<file path="config.mk">
export PLATFORM = sky130hd
export DESIGN_NAME = tlb_top
export DESIGN_NICKNAME = d
export VERILOG_FILES = /design/src/hdl/tlb_pkg.sv /design/src/hdl/tlb_entry_array.sv /design/src/hdl/tlb_match.sv /design/src/hdl/tlb_found_signal.sv /design/src/hdl/tlb_apb_regs.sv /design/src/hdl/tlb_top.sv
export VERILOG_INCLUDE_DIRS = /design/src /design/src/hdl
export SDC_FILE = /design/constraint.sdc
export NUM_CORES = 2
export LEC_CHECK = 0
export ABC_AREA = 1
export BUFFER_PORTS_ARGS = -buffer_cell sky130_fd_sc_hd__buf_2
export CORE_MARGIN = 8
export CORE_UTILIZATION = 23
export DETAILED_ROUTE_END_ITERATION = 16
export HOLD_SLACK_MARGIN = 0.05
export PLACE_DENSITY = 0.41
export SYNTH_ARGS = -nofsm -noshare
export SYNTH_HDL_FRONTEND = slang
export SYNTH_HIERARCHICAL = 1
export SYNTH_SLANG_ARGS = --single-unit
</file>
<file path="constraint.sdc">
create_clock -name clk -period 4.95 [get_ports clk]
set_input_delay 0.2475 -clock clk [delete_from_list [all_inputs] [get_ports clk]]
set_output_delay 0.2475 -clock clk [all_outputs]
set_load 0.02 [all_outputs]
</file>
<file path="src/hdl/tlb_config.svh">
`ifndef TLB_CONFIG_SVH
`define TLB_CONFIG_SVH

`define TLBNUM   8
`define TLB_IDXW 3
`define VPPN_W   19
`define PFN_W    20
`define ASID_W   10
`define PS_4K    12
`define PS_2M    21

// APB register map.
`define REG_IDX  8'h00
`define REG_EHI  8'h04
`define REG_ELO0 8'h08
`define REG_ELO1 8'h0C
`define REG_ASID 8'h10
`define REG_CMD  8'h14

`define CMD_WR   32'd1
`define CMD_RD   32'd2
`define CMD_INV  32'd3

`endif

</file>
<file path="src/hdl/tlb_pkg.sv">
`include "tlb_config.svh"

package tlb_pkg;

    // One page of the even/odd pair.
    typedef struct packed {
        logic [`PFN_W-1:0] pfn;
        logic [1:0]        mat;
        logic [1:0]        plv;
        logic              d;
        logic              v;
    } tlb_half_t;

    typedef struct packed {
        logic              e;       // Entry exists.
        logic [`VPPN_W-1:0] vppn;
        logic [5:0]        ps;
        logic              g;
        logic [`ASID_W-1:0] asid;
        tlb_half_t         half0;   // Even page.
        tlb_half_t         half1;   // Odd page.
    } tlb_entry_t;

endpackage

</file>
<file path="src/hdl/tlb_entry_array.sv">
`timescale 1ns/1ps
`include "tlb_config.svh"

module tlb_entry_array import tlb_pkg::*; (
    input  logic                       clk,
    input  logic                       rst,
    input  logic                       wr_en,
    input  logic                       rd_en,
    input  logic                       inv_en,
    input  logic [`TLB_IDXW-1:0]       wr_idx,
    input  tlb_entry_t                 wr_entry,
    output tlb_entry_t                 rd_entry,
    output tlb_entry_t [`TLBNUM-1:0]   entries
);

    tlb_entry_t [`TLBNUM-1:0] mem;
    logic [`TLBNUM-1:0]       valid;

    // Per-entry exist flags.
    always_ff @(posedge clk) begin
        if (rst) begin
            valid <= '0;
        end else if (inv_en) begin
            valid <= '0;                    // Clear-all.
        end else if (wr_en) begin
            valid[wr_idx] <= wr_entry.e;
        end
    end

    always_ff @(posedge clk) begin
        if (wr_en) begin
            mem[wr_idx] <= wr_entry;
        end
    end

    always_comb begin
        for (int i = 0; i < `TLBNUM; i++) begin
            entries[i]   = mem[i];
            entries[i].e = valid[i];        // Stored e is shadowed by the valid flop.
        end
    end

    // Read-back path, sampled into the staging registers on rd_en.
    assign rd_entry = entries[wr_idx];

endmodule

</file>
<file path="src/hdl/tlb_match.sv">
`timescale 1ns/1ps
`include "tlb_config.svh"

module tlb_match import tlb_pkg::*; (
    input  tlb_entry_t [`TLBNUM-1:0] entries,
    input  logic [`VPPN_W:0]         s_va,      // Virtual address bits 31:12.
    input  logic [`ASID_W-1:0]       s_asid,
    output logic [`TLBNUM-1:0]       found,
    output logic                     odd
);

    // Offset of the 2 MB odd bit inside s_va; also the number of vppn bits ignored.
    localparam int SHIFT_2M = `PS_2M - `PS_4K;

    logic [`TLBNUM-1:0] is_2m;
    logic [`TLBNUM-1:0] asid_ok;
    logic [`TLBNUM-1:0] vppn_ok;

    for (genvar i = 0; i < `TLBNUM; i++) begin : g_cmp
        assign is_2m[i]   = entries[i].ps == 6'(`PS_2M);
        assign asid_ok[i] = entries[i].g || (entries[i].asid == s_asid);

        // Large pages only compare the upper part of the page-pair number.
        assign vppn_ok[i] = is_2m[i]
            ? (entries[i].vppn[`VPPN_W-1:SHIFT_2M] == s_va[`VPPN_W:SHIFT_2M+1])
            : (entries[i].vppn == s_va[`VPPN_W:1]);

        assign found[i] = entries[i].e && asid_ok[i] && vppn_ok[i];
    end

    always_comb begin
        odd = s_va[0];                      // va[12] for 4 KB pages.
        for (int i = 0; i < `TLBNUM; i++) begin
            if (found[i] && is_2m[i]) begin
                odd = s_va[SHIFT_2M];       // va[21].
            end
        end
    end

endmodule

</file>
<file path="src/hdl/tlb_found_signal.sv">
`timescale 1ns/1ps
`include "tlb_config.svh"

module tlb_found_signal import tlb_pkg::*; (
    input  tlb_entry_t [`TLBNUM-1:0] entries,
    input  logic [`TLBNUM-1:0]       found0,
    input  logic                     odd0,
    input  logic [`TLBNUM-1:0]       found1,
    input  logic                     odd1,
    output logic                     found_v0,
    output logic                     found_v1,
    output logic                     found_d0,
    output logic                     found_d1,
    output logic [1:0]               found_mat0,
    output logic [1:0]               found_mat1,
    output logic [1:0]               found_plv0,
    output logic [1:0]               found_plv1,
    output logic [`PFN_W-1:0]        found_pfn0,
    output logic [`PFN_W-1:0]        found_pfn1,
    output logic [5:0]               found_ps0,
    output logic [5:0]               found_ps1
);

    // Zero unless hit is exactly one-hot.
    function automatic tlb_entry_t pick(input tlb_entry_t [`TLBNUM-1:0] ents,
                                       input logic [`TLBNUM-1:0] hit);
        tlb_entry_t r;
        r = '0;
        for (int i = 0; i < `TLBNUM; i++) begin
            if (hit == (`TLBNUM'(1) << i)) r = ents[i];
        end
        return r;
    endfunction

    tlb_entry_t sel0;
    tlb_entry_t sel1;
    tlb_half_t  pg0;
    tlb_half_t  pg1;

    always_comb begin
        sel0       = pick(entries, found0);
        pg0        = odd0 ? sel0.half1 : sel0.half0;
        found_ps0  = sel0.ps;
        found_v0   = pg0.v;
        found_d0   = pg0.d;
        found_mat0 = pg0.mat;
        found_plv0 = pg0.plv;
        found_pfn0 = pg0.pfn;
    end

    always_comb begin
        sel1       = pick(entries, found1);
        pg1        = odd1 ? sel1.half1 : sel1.half0;
        found_ps1  = sel1.ps;
        found_v1   = pg1.v;
        found_d1   = pg1.d;
        found_mat1 = pg1.mat;
        found_plv1 = pg1.plv;
        found_pfn1 = pg1.pfn;
    end

endmodule

</file>
<file path="src/hdl/tlb_apb_regs.sv">
`timescale 1ns/1ps
`include "tlb_config.svh"

module tlb_apb_regs import tlb_pkg::*; (
    input  logic                 clk,
    input  logic                 rst,
    input  logic [7:0]           paddr,
    input  logic                 psel,
    input  logic                 penable,
    input  logic                 pwrite,
    input  logic [31:0]          pwdata,
    output logic [31:0]          prdata,
    output logic                 pready,
    output logic                 pslverr,
    input  tlb_entry_t           rd_entry,
    output logic                 wr_en,
    output logic                 rd_en,
    output logic                 inv_en,
    output logic [`TLB_IDXW-1:0] wr_idx,
    output tlb_entry_t           wr_entry
);

    logic                 access;
    logic                 wr_acc;
    logic                 cmd_wr;
    logic                 addr_ok;
    logic [31:0]          rdata;
    logic [`TLB_IDXW-1:0] idx_q;
    logic [`VPPN_W-1:0]   vppn_q;
    logic [5:0]           ps_q;
    logic [`ASID_W-1:0]   asid_q;
    tlb_half_t            lo0_q;
    tlb_half_t            lo1_q;
    logic                 g0_q;
    logic                 g1_q;

    function automatic logic [31:0] pack_lo(input tlb_half_t h, input logic g);
        return {4'b0, h.pfn, 1'b0, g, h.mat, h.plv, h.d, h.v};
    endfunction

    function automatic tlb_half_t unpack_lo(input logic [31:0] w);
        return '{pfn: w[27:8], mat: w[5:4], plv: w[3:2], d: w[1], v: w[0]};
    endfunction

    assign pready = 1'b1;                   // No wait states.
    assign access = psel && penable;
    assign wr_acc = access && pwrite;
    assign cmd_wr = wr_acc && (paddr == `REG_CMD);

    always_comb begin
        addr_ok = 1'b1;
        rdata   = '0;
        case (paddr)
            `REG_IDX:  rdata = 32'(idx_q);
            `REG_EHI:  rdata = {vppn_q, 7'b0, ps_q};
            `REG_ELO0: rdata = pack_lo(lo0_q, g0_q);
            `REG_ELO1: rdata = pack_lo(lo1_q, g1_q);
            `REG_ASID: rdata = 32'(asid_q);
            `REG_CMD:  rdata = '0;          // Commands are write-only.
            default:   addr_ok = 1'b0;
        endcase
        prdata  = (access && !pwrite) ? rdata : '0;
        pslverr = access && !addr_ok;
    end

    always_ff @(posedge clk) begin
        if (rst) begin
            wr_en  <= 1'b0;
            rd_en  <= 1'b0;
            inv_en <= 1'b0;
            idx_q  <= '0;
            vppn_q <= '0;
            ps_q   <= '0;
            asid_q <= '0;
            lo0_q  <= '0;
            lo1_q  <= '0;
            g0_q   <= 1'b0;
            g1_q   <= 1'b0;
        end else begin
            wr_en  <= cmd_wr && (pwdata == `CMD_WR);
            rd_en  <= cmd_wr && (pwdata == `CMD_RD);
            inv_en <= cmd_wr && (pwdata == `CMD_INV);
            if (wr_acc) begin
                case (paddr)
                    `REG_IDX:  idx_q <= pwdata[`TLB_IDXW-1:0];
                    `REG_EHI: begin
                        vppn_q <= pwdata[31:13];
                        ps_q   <= pwdata[5:0];
                    end
                    `REG_ELO0: begin
                        lo0_q <= unpack_lo(pwdata);
                        g0_q  <= pwdata[6];
                    end
                    `REG_ELO1: begin
                        lo1_q <= unpack_lo(pwdata);
                        g1_q  <= pwdata[6];
                    end
                    `REG_ASID: asid_q <= pwdata[`ASID_W-1:0];
                    default: ;
                endcase
            end
            // Entry read-back overwrites staging.
            if (rd_en) begin
                vppn_q <= rd_entry.vppn;
                ps_q   <= rd_entry.ps;
                asid_q <= rd_entry.asid;
                lo0_q  <= rd_entry.half0;
                lo1_q  <= rd_entry.half1;
                g0_q   <= rd_entry.g;
                g1_q   <= rd_entry.g;
            end
        end
    end

    assign wr_idx   = idx_q;
    assign wr_entry = '{e: 1'b1, vppn: vppn_q, ps: ps_q, g: g0_q & g1_q,
                        asid: asid_q, half0: lo0_q, half1: lo1_q};

endmodule

</file>
<file path="src/hdl/tlb_top.sv">
`timescale 1ns/1ps
`include "tlb_config.svh"

module tlb_top import tlb_pkg::*; (
    input  logic                clk,
    input  logic                rst,
    input  logic [7:0]          paddr,
    input  logic                psel,
    input  logic                penable,
    input  logic                pwrite,
    input  logic [31:0]         pwdata,
    output logic [31:0]         prdata,
    output logic                pready,
    output logic                pslverr,
    input  logic [`VPPN_W:0]    s0_va,      // va[31:12], fetch.
    input  logic [`ASID_W-1:0]  s0_asid,
    input  logic [`VPPN_W:0]    s1_va,      // va[31:12], load/store.
    input  logic [`ASID_W-1:0]  s1_asid,
    output logic                s0_found,
    output logic [`PFN_W-1:0]   s0_pfn,
    output logic [1:0]          s0_mat,
    output logic [1:0]          s0_plv,
    output logic                s0_d,
    output logic                s0_v,
    output logic [5:0]          s0_ps,
    output logic                s1_found,
    output logic [`PFN_W-1:0]   s1_pfn,
    output logic [1:0]          s1_mat,
    output logic [1:0]          s1_plv,
    output logic                s1_d,
    output logic                s1_v,
    output logic [5:0]          s1_ps
);

    logic                      wr_en;
    logic                      rd_en;
    logic                      inv_en;
    logic [`TLB_IDXW-1:0]      wr_idx;
    tlb_entry_t                wr_entry;
    tlb_entry_t                rd_entry;
    tlb_entry_t [`TLBNUM-1:0]  entries;
    logic [`TLBNUM-1:0]        found0;
    logic [`TLBNUM-1:0]        found1;
    logic                      odd0;
    logic                      odd1;

    tlb_apb_regs u_regs (
        .clk(clk), .rst(rst),
        .paddr(paddr), .psel(psel), .penable(penable), .pwrite(pwrite), .pwdata(pwdata),
        .prdata(prdata), .pready(pready), .pslverr(pslverr),
        .rd_entry(rd_entry), .wr_en(wr_en), .rd_en(rd_en), .inv_en(inv_en),
        .wr_idx(wr_idx), .wr_entry(wr_entry)
    );

    tlb_entry_array u_array (
        .clk(clk), .rst(rst), .wr_en(wr_en), .rd_en(rd_en), .inv_en(inv_en),
        .wr_idx(wr_idx), .wr_entry(wr_entry), .rd_entry(rd_entry), .entries(entries)
    );

    tlb_match u_match0 (
        .entries(entries), .s_va(s0_va), .s_asid(s0_asid), .found(found0), .odd(odd0)
    );

    tlb_match u_match1 (
        .entries(entries), .s_va(s1_va), .s_asid(s1_asid), .found(found1), .odd(odd1)
    );

    tlb_found_signal u_sel (
        .entries(entries),
        .found0(found0), .odd0(odd0), .found1(found1), .odd1(odd1),
        .found_v0(s0_v), .found_v1(s1_v), .found_d0(s0_d), .found_d1(s1_d),
        .found_mat0(s0_mat), .found_mat1(s1_mat), .found_plv0(s0_plv), .found_plv1(s1_plv),
        .found_pfn0(s0_pfn), .found_pfn1(s1_pfn), .found_ps0(s0_ps), .found_ps1(s1_ps)
    );

    assign s0_found = |found0;
    assign s1_found = |found1;

endmodule

</file>
==> results.md <==
* Filler Cell Count at 24,400
* Number of buffers created by CTS at 100
* Core area at about 0.22 mm²
* Initial antenna violation count at 30
* Post-layout util at 26.7%
* Post-Syn Area at about 0.052 mm²
* Leak at about 0.028 µW
* Footprint of the multi-input gates at ~0.022 mm²
* Kind of end point of the critical path: output port
* Pins over their slew limit at 0
* Root Driver: clkbuf_16
* Post-Syn Area per Cell at 7.10 µm²
* Final #Nets at 7,507
* CTS tree: yes
* Hold path depth at 5
* Startpoint Class: register
* Drt wl/cell at ~24 µm
* DP HPWL at between 150,000 and 200,000 µm
* RD Place Congestion at between 0.9 and 1
* Status: complete, no violations
* Worst hold start: pwdata[13]
* Clk Latency, worst-skew pair at 0.74 ns
* Reg-to-reg slack, setup at about 1.9 ns
* Layout cells sized above 1 at under 10%
* Tightest Hold Check Type: input port to register
* Final hold vios at 0
* Crit path arrival time at 4.59 ns
* RSZ-0062 raised after global routing: false
* Crit path to: s1_pfn[16]
* Row count at 174
* Syn Inst Count at 7,292
* Worst vdd ir at ~0.25 mV
* Die height at approximately 490 µm
* Global-route wire length before repair at ~350,000 µm
* Power Total at between 15,000 and 20,000 µW
* Chip width at between 400 and 500 µm
* Clock sink count at a little over 800
* Register area at between 0.02 and 0.025 mm²
* Max-cap violation count at 0
* Die ar. at 0.241 mm²
* Post-Route WL at approximately 250,000 µm
* Largest net degree at the start of global routing at about 130
* Vias in the first global route at 45,900
* Max clock buf depth at 3
* Pre-Repair DR Iteration Count at 6
* Shortest period the worst path allows at about 4.8 ns
* Clock-pin slew on the worst setup and hold paths at 0.06 ns
* Area Overhead vs Synth at 15.9%
* WP data required at 4.70 ns
* Antenna viol nets, final at 0
* RR Endpoint: u_array/entries[143]
* Share of the clock period used by the worst path at a little over nine tenths
* PD cells at 258 mW/mm²
* Drt first-iter violations at a little over 5,000
* Skew final at ~0.033 ns
* CP Max Fanout at 23
* Max_slew headroom at between 30 and 40%
* Final setup viols at 0
* Initial Utilization at a little under a quarter
* DR vias at between 40,000 and 50,000
* Vias per cell at 4.67
* Critical Path Start: u_array/entries[241]
* Worst r2r src: u_regs/wr_idx[0]
* Grt ovf at 0
* Tightest Pin Transition at slightly above 1 ns
* Cells on worst reg2reg path at 3
* # DRC at 0
* # H-tree levels at 3
* Yosys warnings at 6
* Ports at 205
* Total track usage at 20.0%
* Port Buffer Count at between 200 and 250
* Critical path class: register to output port
* Max Clock Freq at 207 MHz
-- worst min-delay path by stage --
stage | to | slack, ns
3_5_place_dp | u_array/valid[2] | 0.50
3_3_place_gp | u_array/valid[3] | 0.50
5_1_grt | u_regs/wr_entry[11] | 0.1
6_report | u_regs/vppn_q[0] | 0.11
2_1_floorplan | u_regs/wr_idx[0] | 0.41
4_1_cts | u_regs/vppn_q[0] | 0.06
-- stage by stage --
| stage | instances | hold slack [ns] | area [µm²] | setup WS, ns | setup TNS, ns |
|---|---|---|---|---|---|
| final | 10500 | 0.111 | 60000 | 0.114 | 0 |
| after global routing | 10500 | 0.0965 | 60000 | 0.0144 | 0 |
| after CTS | 10500 | 0.0570 | 59900 | 0.0631 | 0 |
| after detailed placement | 10300 | 0.502 | 56300 | 0.462 | 0 |
| after global placement | 10300 | 0.497 | 56300 | 0.370 | 0 |
| after floorplan | 7293 | 0.411 | 51800 | -0.101 | -63.77 |
-- layout make-up --
cell class,count,area share [%]
sequential,807,38.7
multi-input combinational,4778,36.4
inverter,1373,8.64
tap,2992,6.24
clock buffer,140,4.64
timing repair buffer,342,4.50
clock inverter,43,0.850
antenna,6,0.0250
-- routing by layer --
| layer | GRT usage, % | vias up | routed length, µm |
|---|---|---|---|
| li1 | - | 22900 | - |
| met1 | 26.8 | 23600 | 110000 |
| met2 | 32.6 | 2055 | 115000 |
| met3 | 2.89 | 412 | 17100 |
| met4 | 7.96 | 18 | 10600 |
| met5 | 0 | - | 119 |
-- registers in the layout, summed over array words and instances, names as in the netlist, 3 cells and up --
signal / count
u_array/entries: 704
u_regs/wr_idx: 3
u_regs/ps_q: 6
u_array/valid: 8
u_regs/wr_entry: 52
u_regs/vppn_q: 19
u_regs/asid_q: 10
-- what timing repair did --
item,4_1_cts,5_1_grt
resized for setup,8,13
pin swaps,3,3
gates cloned,1,0
endpoints found under the hold margin,41,0
hold buffers,22,0
buffers inserted,4,4
setup endpoints to repair,38,37
-- power breakdown --
group          switching (µW)  internal (µW)
Sequential               1.34           7290
Combinational             458            179
Clock                    3150           4430
-- worst max-delay path: stages (launching register included) --
cell and delay [ns]:
edfxtp_1 0.48, nand4_1 0.20, nor3_1 0.10, buf_4 0.17
a31oi_1 0.43, nor2_1 0.17, inv_2 0.09, nand2_1 0.09
inv_2 0.06, nand2_2 0.12, nor3_2 0.47, buf_4 0.46
a21oi_1 0.13, nand4_1 0.27, nand2_1 0.19, nand2_1 0.20
buf_2 0.22
-- layout by cell type (no fill, tap or decap), types with 10 or more instances in the layout --
cell and count:
o21ai_0 48, buf_4 70, nand3_1 672, nand4_1 158, a21oi_2 30, nor2_1 505, clkbuf_1 28, nor2_4 18
buf_2 202, nand2_1 2597, nor2_2 12, clkbuf_8 11, nand2_2 47, dlygate4sd3_1 22, xor2_1 78, a221oi_1 18
o22ai_1 22, xnor2_1 140, bufinv_16 10, nand3b_1 14, dfxtp_1 101, inv_2 67, a21oi_1 249, inv_1 1295
clkbuf_16 101, clkinv_1 13, buf_12 46, edfxtp_1 704, nor3_1 36, o21ai_1 26, clkinv_2 14
(Power assumes the default switching activity.)
